==> config.mk <==
export PLATFORM = sky130hd
export DESIGN_NAME = pipeline_trace_top
export DESIGN_NICKNAME = d
export VERILOG_FILES = /design/src/source/trace_pkg.sv /design/src/source/trace_counters.sv /design/src/source/trace_fsm.sv /design/src/source/stage_tracker.sv /design/src/source/stamp_table.sv /design/src/source/pipeline_trace_top.sv
export SDC_FILE = /design/constraint.sdc
export NUM_CORES = 2
export LEC_CHECK = 0
export BUFFER_PORTS_ARGS = -buffer_cell sky130_fd_sc_hd__buf_2
export CAP_MARGIN = 10
export CORE_UTILIZATION = 57
export DETAILED_ROUTE_END_ITERATION = 6
export GPL_ROUTABILITY_DRIVEN = 0
export HOLD_SLACK_MARGIN = 0.05
export PLACE_DENSITY = 0.76
export SYNTH_ARGS = -nofsm -noshare
export SYNTH_HDL_FRONTEND = slang
export SYNTH_SLANG_ARGS = --single-unit
==> constraint.sdc <==
create_clock -name clk -period 5.1 [get_ports clk]
set_input_delay 0.255 -clock clk [delete_from_list [all_inputs] [get_ports clk]]
set_output_delay 0.255 -clock clk [all_outputs]
set_load 0.02 [all_outputs]
==> src/source/trace_pkg.sv <==
`default_nettype none

package trace_pkg;

    ////////////////////////////////////////////////////////////
    // Widths
    ////////////////////////////////////////////////////////////

    // Sequence numbers wrap at 64, with at most five in flight
    localparam int SEQ_W = 6;

    // Cycle stamps wrap around
    localparam int CYCLE_W = 16;

    // Statistics counters saturate
    localparam int COUNT_W = 16;

    localparam int NUM_STAGES = 5;

    // Stage bit positions, fetch in bit 0
    localparam int STG_IF  = 0;
    localparam int STG_ID  = 1;
    localparam int STG_EX  = 2;
    localparam int STG_MEM = 3;
    localparam int STG_WB  = 4;

    ////////////////////////////////////////////////////////////
    // Types
    ////////////////////////////////////////////////////////////

    typedef logic [SEQ_W-1:0]      seq_id_t;
    typedef logic [CYCLE_W-1:0]    cycle_t;
    typedef logic [COUNT_W-1:0]    count_t;
    typedef logic [NUM_STAGES-1:0] stage_mask_t;

    typedef enum logic [1:0] {
        TRACE_IDLE,
        TRACE_RUN,
        TRACE_DRAIN
    } trace_state_t;

endpackage

`default_nettype wire

==> src/source/trace_counters.sv <==
`default_nettype none
`timescale 1ns/1ps

module trace_counters (
    input  logic              clk,
    input  logic              rst,
    input  logic              stats_clear,
    input  logic              stall_hold,
    input  logic [1:0]        squash_count,
    output trace_pkg::cycle_t now,
    output trace_pkg::count_t stall_cycles,
    output trace_pkg::count_t squashed_count
);

    import trace_pkg::*;

    // One extra bit to catch overflow of the squash total
    logic [COUNT_W:0] squash_sum;

    assign squash_sum = {1'b0, squashed_count} + {{(COUNT_W-1){1'b0}}, squash_count};

    ////////////////////////////////////////////////////////////
    // Cycle stamp
    ////////////////////////////////////////////////////////////

    // Zero in the first cycle after reset, then free running
    always_ff @(posedge clk) begin
        if (!rst) begin
            now <= '0;
        end else begin
            now <= now + 1'b1;
        end
    end

    ////////////////////////////////////////////////////////////
    // Statistics
    ////////////////////////////////////////////////////////////

    always_ff @(posedge clk) begin
        if (!rst) begin
            stall_cycles   <= '0;
            squashed_count <= '0;
        end else if (stats_clear) begin
            stall_cycles   <= '0;
            squashed_count <= '0;
        end else begin
            // Both stick at all ones
            if (stall_hold && (stall_cycles != '1)) begin
                stall_cycles <= stall_cycles + 1'b1;
            end
            if (squash_sum[COUNT_W]) begin
                squashed_count <= '1;
            end else begin
                squashed_count <= squash_sum[COUNT_W-1:0];
            end
        end
    end

endmodule

`default_nettype wire

==> src/source/trace_fsm.sv <==
`default_nettype none
`timescale 1ns/1ps

module trace_fsm (
    input  logic clk,
    input  logic rst,
    input  logic start,
    input  logic stop,
    input  logic empty,
    output logic fetch_allowed,
    output logic busy,
    output logic stats_clear
);

    import trace_pkg::*;

    trace_state_t state;
    trace_state_t state_next;

    ////////////////////////////////////////////////////////////
    // Next state
    ////////////////////////////////////////////////////////////

    always_comb begin
        state_next = state;
        case (state)
            TRACE_IDLE: begin
                if (start) begin
                    state_next = TRACE_RUN;
                end
            end
            TRACE_RUN: begin
                // Start is ignored once running
                if (stop) begin
                    state_next = TRACE_DRAIN;
                end
            end
            TRACE_DRAIN: begin
                // Wait until the last tracked instruction has left write-back
                if (empty) begin
                    state_next = TRACE_IDLE;
                end
            end
            default: begin
                state_next = TRACE_IDLE;
            end
        endcase
    end

    always_ff @(posedge clk) begin
        if (!rst) begin
            state <= TRACE_IDLE;
        end else begin
            state <= state_next;
        end
    end

    ////////////////////////////////////////////////////////////
    // Outputs
    ////////////////////////////////////////////////////////////

    assign fetch_allowed = (state == TRACE_RUN);
    assign busy          = (state != TRACE_IDLE);

    // Statistics restart with each new run
    assign stats_clear = (state == TRACE_IDLE) && start;

endmodule

`default_nettype wire

==> src/source/stage_tracker.sv <==
`default_nettype none
`timescale 1ns/1ps

module stage_tracker (
    input  logic                   clk,
    input  logic                   rst,
    input  logic                   fetch_allowed,
    input  logic                   stall,
    input  logic                   flush,
    output trace_pkg::stage_mask_t stage_valid,
    output trace_pkg::stage_mask_t stage_enter,
    output trace_pkg::seq_id_t     if_id,
    output trace_pkg::seq_id_t     id_id,
    output trace_pkg::seq_id_t     ex_id,
    output trace_pkg::seq_id_t     mem_id,
    output trace_pkg::seq_id_t     wb_id,
    output logic                   empty,
    output logic                   stall_hold,
    output logic [1:0]             squash_count
);

    import trace_pkg::*;

    seq_id_t     next_seq;
    logic        advance;
    logic        held;
    stage_mask_t hold_mask;

    // Flush wins over stall
    assign advance = !flush && !stall;

    ////////////////////////////////////////////////////////////
    // Occupancy
    ////////////////////////////////////////////////////////////

    always_ff @(posedge clk) begin
        if (!rst) begin
            stage_valid <= '0;
            held        <= 1'b0;
            next_seq    <= '0;
        end else begin
            // Memory and write-back always move on
            stage_valid[STG_WB]  <= stage_valid[STG_MEM];
            stage_valid[STG_MEM] <= stage_valid[STG_EX];
            held                 <= 1'b0;
            if (flush) begin
                stage_valid[STG_EX] <= 1'b0;
                stage_valid[STG_ID] <= 1'b0;
                stage_valid[STG_IF] <= 1'b0;
            end else if (stall) begin
                // Fetch and decode keep their contents
                stage_valid[STG_EX] <= 1'b0;
                held                <= 1'b1;
            end else begin
                stage_valid[STG_EX] <= stage_valid[STG_ID];
                stage_valid[STG_ID] <= stage_valid[STG_IF];
                stage_valid[STG_IF] <= fetch_allowed;
                if (fetch_allowed) begin
                    next_seq <= next_seq + 1'b1;
                end
            end
        end
    end

    // Sequence numbers follow the valid bits, bubbles keep stale ids
    always_ff @(posedge clk) begin
        wb_id  <= mem_id;
        mem_id <= ex_id;
        if (advance) begin
            ex_id <= id_id;
            id_id <= if_id;
            if_id <= next_seq;
        end
    end

    ////////////////////////////////////////////////////////////
    // Entry mask and hazard reporting
    ////////////////////////////////////////////////////////////

    always_comb begin
        hold_mask         = '0;
        hold_mask[STG_IF] = held;
        hold_mask[STG_ID] = held;
    end

    // A stage holding through a stall is not a new entry
    assign stage_enter = stage_valid & ~hold_mask;

    assign empty = (stage_valid == '0);

    assign stall_hold = stall && !flush && stage_valid[STG_ID];

    assign squash_count = flush ? ({1'b0, stage_valid[STG_IF]} + {1'b0, stage_valid[STG_ID]})
                                : 2'd0;

endmodule

`default_nettype wire

==> src/source/stamp_table.sv <==
`default_nettype none
`timescale 1ns/1ps

module stamp_table (
    input  logic                   clk,
    input  logic                   rst,
    input  trace_pkg::cycle_t      now,
    input  trace_pkg::stage_mask_t stage_enter,
    input  trace_pkg::seq_id_t     if_id,
    input  trace_pkg::seq_id_t     id_id,
    input  trace_pkg::seq_id_t     ex_id,
    input  trace_pkg::seq_id_t     mem_id,
    input  trace_pkg::seq_id_t     wb_id,
    output logic                   retire_valid,
    output trace_pkg::seq_id_t     retire_id,
    output trace_pkg::cycle_t      retire_if_stamp,
    output trace_pkg::cycle_t      retire_id_stamp,
    output trace_pkg::cycle_t      retire_ex_stamp,
    output trace_pkg::cycle_t      retire_mem_stamp,
    output trace_pkg::cycle_t      retire_wb_stamp
);

    import trace_pkg::*;

    // One entry per sequence number
    cycle_t if_stamp  [2**SEQ_W];
    cycle_t id_stamp  [2**SEQ_W];
    cycle_t ex_stamp  [2**SEQ_W];
    cycle_t mem_stamp [2**SEQ_W];

    ////////////////////////////////////////////////////////////
    // Stamp capture on stage entry
    ////////////////////////////////////////////////////////////

    always_ff @(posedge clk) begin
        if (stage_enter[STG_IF]) begin
            if_stamp[if_id] <= now;
        end
        if (stage_enter[STG_ID]) begin
            id_stamp[id_id] <= now;
        end
        if (stage_enter[STG_EX]) begin
            ex_stamp[ex_id] <= now;
        end
        if (stage_enter[STG_MEM]) begin
            mem_stamp[mem_id] <= now;
        end
    end

    ////////////////////////////////////////////////////////////
    // Retire record
    ////////////////////////////////////////////////////////////

    always_ff @(posedge clk) begin
        if (!rst) begin
            retire_valid <= 1'b0;
        end else begin
            retire_valid <= stage_enter[STG_WB];
        end
    end

    // Write-back stamp is taken live
    always_ff @(posedge clk) begin
        if (stage_enter[STG_WB]) begin
            retire_id        <= wb_id;
            retire_if_stamp  <= if_stamp[wb_id];
            retire_id_stamp  <= id_stamp[wb_id];
            retire_ex_stamp  <= ex_stamp[wb_id];
            retire_mem_stamp <= mem_stamp[wb_id];
            retire_wb_stamp  <= now;
        end
    end

endmodule

`default_nettype wire

==> src/source/pipeline_trace_top.sv <==
`default_nettype none
`timescale 1ns/1ps

module pipeline_trace_top (
    input  logic              clk,
    input  logic              rst,
    input  logic              start,
    input  logic              stop,
    input  logic              stall,
    input  logic              flush,
    output logic              busy,
    output logic              retire_valid,
    output trace_pkg::seq_id_t retire_id,
    output trace_pkg::cycle_t retire_if_stamp,
    output trace_pkg::cycle_t retire_id_stamp,
    output trace_pkg::cycle_t retire_ex_stamp,
    output trace_pkg::cycle_t retire_mem_stamp,
    output trace_pkg::cycle_t retire_wb_stamp,
    output trace_pkg::count_t stall_cycles,
    output trace_pkg::count_t squashed_count
);

    import trace_pkg::*;

    logic        fetch_allowed;
    logic        stats_clear;
    logic        empty;
    logic        stall_hold;
    logic [1:0]  squash_count;
    cycle_t      now;
    stage_mask_t stage_valid;
    stage_mask_t stage_enter;
    seq_id_t     if_id;
    seq_id_t     id_id;
    seq_id_t     ex_id;
    seq_id_t     mem_id;
    seq_id_t     wb_id;

    ////////////////////////////////////////////////////////////
    // Control
    ////////////////////////////////////////////////////////////

    trace_fsm u_fsm (
        .clk           (clk),
        .rst           (rst),
        .start         (start),
        .stop          (stop),
        .empty         (empty),
        .fetch_allowed (fetch_allowed),
        .busy          (busy),
        .stats_clear   (stats_clear)
    );

    trace_counters u_counters (
        .clk            (clk),
        .rst            (rst),
        .stats_clear    (stats_clear),
        .stall_hold     (stall_hold),
        .squash_count   (squash_count),
        .now            (now),
        .stall_cycles   (stall_cycles),
        .squashed_count (squashed_count)
    );

    ////////////////////////////////////////////////////////////
    // Tracking
    ////////////////////////////////////////////////////////////

    stage_tracker u_tracker (
        .clk           (clk),
        .rst           (rst),
        .fetch_allowed (fetch_allowed),
        .stall         (stall),
        .flush         (flush),
        .stage_valid   (stage_valid),
        .stage_enter   (stage_enter),
        .if_id         (if_id),
        .id_id         (id_id),
        .ex_id         (ex_id),
        .mem_id        (mem_id),
        .wb_id         (wb_id),
        .empty         (empty),
        .stall_hold    (stall_hold),
        .squash_count  (squash_count)
    );

    stamp_table u_stamps (
        .clk              (clk),
        .rst              (rst),
        .now              (now),
        .stage_enter      (stage_enter),
        .if_id            (if_id),
        .id_id            (id_id),
        .ex_id            (ex_id),
        .mem_id           (mem_id),
        .wb_id            (wb_id),
        .retire_valid     (retire_valid),
        .retire_id        (retire_id),
        .retire_if_stamp  (retire_if_stamp),
        .retire_id_stamp  (retire_id_stamp),
        .retire_ex_stamp  (retire_ex_stamp),
        .retire_mem_stamp (retire_mem_stamp),
        .retire_wb_stamp  (retire_wb_stamp)
    );

endmodule

`default_nettype wire

; Word level (Yosys, flattened, before mapping)
; Memory sizes are Yosys's and may differ from the RTL's. A register that Yosys moved wholly into a read port is not among the register bits.
; Cells that the tools add are included.
[totals]
n_memories = 4
register_bits = 115
elab_cells = 67
ram_bits = 4096
in_bits = 6
[op_classes]
bitwise_logic = 5
add_sub_neg = 5
n_reduce_logical = 15
mux = 15
n_eq_ne = 6
[memory_table]
columns = name, depth, width, rd, rd_clocked_by_memory_dff, write_ports, line
row1 = u_stamps.ex_stamp, 64, 16, 1, 1, 1, stamp_table.sv:28  ; cycle_t ex_stamp [2**SEQ_W];
row2 = u_stamps.id_stamp, 64, 16, 1, 1, 1, stamp_table.sv:27  ; cycle_t id_stamp [2**SEQ_W];
row3 = u_stamps.if_stamp, 64, 16, 1, 1, 1, stamp_table.sv:26  ; cycle_t if_stamp [2**SEQ_W];
row4 = u_stamps.mem_stamp, 64, 16, 1, 1, 1, stamp_table.sv:29  ; cycle_t mem_stamp [2**SEQ_W];
[ops]
columns = op, count
row1 = $add 16x1->16 const B, 2
row2 = $add 16x2->17, 1
row3 = $mux 16, 1
row4 = $ne 16x16->1 const B, 1
row5 = $mux 1, 9
row6 = $mux 2, 4
row7 = $add 6x1->6 const B, 1
row8 = $ne 2x2->1 const B, 3
row9 = $pmux 2 s3, 1
row10 = $reduce_and 3->1, 2
row11 = $and 5x5->5, 1
row12 = $logic_and 1x1->1, 5
row13 = $logic_not 5->1, 1
row14 = $not 2->5, 1
row15 = $reduce_or 2->1, 2
row16 = $not 1->1, 3
row17 = $reduce_or 3->1, 1
row18 = $add 1x1->2, 1
row19 = $eq 2x1->1 const B, 1
row20 = $eq 2x2->1 const B, 1
row21 = $logic_not 1->1, 2
row22 = $logic_not 2->1, 1
row23 = $reduce_bool 2->1, 1

; Depth between registers and ports, before layout
[logic_depth]
depth_word = 4
ltp_mapped = 10
ltp_nobuf = 10

; By module
; From an unflattened synthesis, not the netlist that was laid out.
[unflattened]
cells_unflattened = 7253
area_unflattened_um2 = 162555.9
[modules_own_cells]
columns = mod, cells_per_inst, area_per_inst_um2, instances
row1 = stamp_table, 6892, 158768.5, 1
row2 = trace_counters, 260, 2297.2, 1
row3 = stage_tracker, 89, 1377.6, 1
row4 = trace_fsm, 12, 112.6, 1

; Least setup slack after synthesis
; OpenSTA, ideal clock, no wires.
[synth_path]
path_type = flip-flop to flip-flop
from = register u_counters.now[6]
to = register u_counters.now[15]
n_path_buf = 1
path_slack_ps = -139
required_ps = 4983
t_arrival_ps = 5121
synth_period_minus_slack_ps = 5239
setup_time_ps = 117
path_stages_with_launch = 7
cell_sequence = dfxtp_1 nand4_1 or2_2 clkbuf_1 nor4_1 xor2_1 and2_1
[synth_via]
elab_chain_len = 1
[synth_lines]
columns = element, line
row1 = start: declaration, trace_counters.sv:10  ; output trace_pkg::cycle_t now,
row2 = start signal: assignment, trace_counters.sv:31  ; now <= now + 1'b1;
row3 = $add 16x1->16, trace_counters.sv:31
; No other way between the ends.
; A chain may end at the register's enable or synchronous reset.

==> impl_results.md <==
* Root buffer cell: clkbuf_16
* Post-Synthesis Cell Area at 162600 um^2
* TritonCTS buffer count at 396
* Setup Skew at around 0.047 ns
* CP bufs+invs at 1
* Finished Layout Cells at 11920
* Synth Area per Inst at between 20 and 25 um^2
* CP Class: reg -> reg
* Post-route ant nets at 0
* Die ar. at 287400 um^2
* Top delay family on crit path: simple AND/OR/NAND/NOR gates
* Core area at 283000 um^2
* CTS sink count at about 4300
* Vias at 82490
* Status: completed
* Nets at slightly below 8000
* CP startpoint kind: flop
* Post-detail-place hpwl at between 200 and 250 mm
* WL/cell at 35.06 um
* Max Cap Viol at 0
* Minimum clock period at about 3.8 ns
* I/O pins at about 130
* PwrDens at 377.7 nW/um^2
* Initial Utilization at ~57%
* Vias in the first global route at 81090
* DRT iter0 DRCs at 13170
* Sequential area share after synthesis at between 70 and 80%
* Drt pass-1 iters at 6
* Fill cells at around 17000
* Period utilization at approximately three quarters
* Slew HR at ~3.4%
* Critical path data arrival time at 4.59 ns
* Routed length on met3 at approximately 51 mm
* Largest net degree at the start of global routing at around 200
* Syn. warnings at 0
* Hold WS at around 0.31 ns
* Critical Path End Type: flop
* P&R area growth vs syn at 12.13%
* Worst-margin pin slew at roughly 1.4 ns
* Fin area at around 180000 um^2
* RSZ-0062 raised after global routing: false
* P_leak at about 58 nW
* Switching Share at between 10% and 20%
* Clock tree buffer depth at 4
* Critical path cell sequence: nor2_1, nand2_2, buf_4, o22ai_1, nor4_1, a2bb2oi_1
* #FFs+latches synth at between 4000 and 5000
* Comb pwr share at ~2.3%
* Overall Global Routing Usage at between 20 and 30%
* Die width at 536.1 um
* Final setup TNS at 0 ns
* # DRC at 0
* Max incr delay on CP at about 1.1 ns
* Routed wl met2 at between 150 and 200 mm
* Pins Over Slew Limit at 0
* Die Span Y at between 500 and 600 um
* CP max FO at 40
* Crit path max-delay cell type: nor4_1
* Vias/cell at 6.921
* Critical path required time at 5.87 ns
* Layout cell share with drive strength beyond 1 at about 27%
* Highest clock rate at 0.2618 GHz
* Clock latency on the worst-skew pair at approximately 0.92 ns
* Post-Route WL at around 420 mm
* Sw Pwr at between 10 and 15 mW
* Top routing layer in use: met5
* Metal1 wirelength at roughly 150 mm
* Syn nets at 7339
* Row cnt at slightly below 200
* Setup violators final at 0
* Clock power share at 42.1%
* Post-synthesis cell count at 7325
* Post-synth EDFFs at 4200
* Clock-pin slew on the worst setup and hold paths at ~0.070 ns
* Util after Layout at 64.42%
* GR Overflow Total at 0
* Dominant synthesized flop cell: edfxtp_1
* Worst VDD drop at roughly 0.00045 V
* IO Port Bufs at about 130
* Sequential Power Share at a little under three fifths
* Placed Instance Area at around 170000 um^2
* Int Pwr at 55.21 mW
* Hold buffer count at CTS at 7
* Postcts setup bufs at 0
* CTS H-tree lvls at 5
* Initial antenna violation count at 32
* CTS-repair resized insts at 0
* Worst min-delay path class: in -> reg
* DP Cell Count at ~11000
* Final hold viol count at 0
* Synth unique cells at 55
* Asr flop ratio synth at 0%
* First-pass GRT wire length at 592.7 mm
* CTS tree: done
state kept, by name, summed over array words and instances, names as in the netlist, 16 cells and up:
register	flops
u_stamps.ex_stamp	1024
u_stamps.id_stamp	1024
u_stamps.if_stamp	1024
u_stamps.mem_stamp	1024
u_counters.now	16
u_counters.squashed_count	16
u_counters.stall_cycles	16
u_stamps.retire_ex_stamp	16
u_stamps.retire_id_stamp	16
u_stamps.retire_if_stamp	16
u_stamps.retire_mem_stamp	16
u_stamps.retire_wb_stamp	16
power by group through the flow:
stage               combinational [mW]  clock (mW)  sequential (mW)
finish                            1.62        29.0             38.3
floorplan                         1.00           0             39.0
detailed placement                1.58           0             39.0
global route                      1.68        30.4             38.2
global placement                  1.56           0             39.0
CTS                               1.60        29.1             38.3
synth_stat cells, types with 16 or more instances:
library cell | instances | area [um^2]
o21ai_0 | 29 | 145.1
and2_1 | 24 | 150.1
nor2_1 | 310 | 1164
xnor2_1 | 29 | 254.0
a2bb2oi_1 | 48 | 420.4
clkbuf_1 | 146 | 548.0
edfxtp_1 | 4200 | 126100
nand3_1 | 133 | 665.6
nor3_1 | 22 | 110.1
buf_4 | 75 | 563.0
a21oi_1 | 38 | 190.2
dfxtp_1 | 75 | 1501
o211ai_1 | 48 | 360.4
buf_1 | 25 | 93.84
mux2_2 | 53 | 596.8
o22ai_1 | 234 | 1464
buf_2 | 144 | 720.7
nand3b_1 | 16 | 120.1
nor4_1 | 61 | 381.6
mux2i_1 | 140 | 1401
nand2_1 | 215 | 807.0
nor2b_1 | 16 | 100.1
mux4_2 | 1024 | 23060
nand2b_1 | 60 | 375.4
placed cells by master (no fill, tap or decap), types with 12 or more instances in the layout:
cell / n
edfxtp_1: 4200
mux4_2: 1024
clkbuf_16: 404
buf_4: 362
nor2_1: 290
o22ai_1: 234
nand2_1: 209
mux2i_1: 140
nand3_1: 133
buf_2: 126
clkbuf_1: 82
clkinv_1: 81
clkinv_2: 61
nor4_1: 59
nand2b_1: 58
mux2_2: 53
dfxtp_1: 52
o211ai_1: 48
a2bb2oi_1: 48
buf_12: 46
a21oi_1: 38
bufinv_16: 37
o21ai_0: 29
xnor2_1: 29
dfxtp_4: 23
and2_1: 22
nor2_2: 19
nor3_1: 18
nand3b_1: 16
nor2b_1: 15
o221ai_1: 15
clkinvlp_4: 15
inv_1: 14
a221oi_1: 12
through the flow:
stage	power, mW	worst slack (ns)
finish	68.87	1.280
detailed placement	40.59	1.430
floorplan	40.01	0.06406
global placement	40.56	1.507
CTS	68.98	1.368
global route	70.32	1.130
kinds of logic (layout without fill, tap and decap cells):
| family | count (synthesis) | count (layout) | share of synthesized area [%] |
|---|---|---|---|
| buffers and inverters | 415 | 1258 | 1.288 |
| AND/OR/NAND/NOR | 910 | 910 | 2.629 |
| flip-flops | 4275 | 4275 | 78.49 |
| other | 0 | 7 | 0 |
| AO/OA/AOI/OAI | 460 | 460 | 1.901 |
| multiplexers | 1217 | 1217 | 15.41 |
| XOR/XNOR | 40 | 40 | 0.2155 |
| adder cells (fa/ha/maj) | 8 | 8 | 0.06617 |
per-layer routing:
| layer | GRT usage [%] | vias to the layer above |
|---|---|---|
| met5 | 0 | - |
| met4 | 12.41 | 40 |
| met3 | 6.516 | 1020 |
| met2 | 45.72 | 6511 |
| met1 | 39.92 | 43040 |
| li1 | - | 31880 |
layout make-up:
type | instances | area (um^2) | share of cell area [%]
antenna | 7 | 17.52 | 0.009607
inverter | 15 | 56.30 | 0.03088
timing repair buffer | 543 | 4364 | 2.394
clock buffer | 493 | 10510 | 5.766
sequential | 4275 | 127700 | 70.04
tap | 3743 | 4683 | 2.569
clock inverter | 207 | 1954 | 1.072
multi-input combinational | 2635 | 33030 | 18.12
path summary, 6_finish.rpt:
| kind | from | endpoint | slack [ns] | depth (start not counted) |
|---|---|---|---|---|
| worst max-delay path | u_tracker.wb_id[4] | u_stamps.retire_mem_stamp[15] | 1.28 | 6 |
| worst min register to register | u_tracker.id_id[0] | u_tracker.ex_id[0] | 0.48 | 0 |
| worst max register to register | u_tracker.wb_id[4] | u_stamps.retire_mem_stamp[15] | 1.28 | 6 |
| worst min-delay path | stop | u_fsm.state[1] | 0.31 | 6 |
worst reg2reg max path, cell delays in order (launching register included):
cell	delay, ns
dfxtp_4	0.89
nor2_1	0.20
nand2_2	0.66
buf_4	0.44
o22ai_1	0.19
nor4_1	1.10
a2bb2oi_1	0.19
No activity file was read; power rests on OpenSTA's default activity.
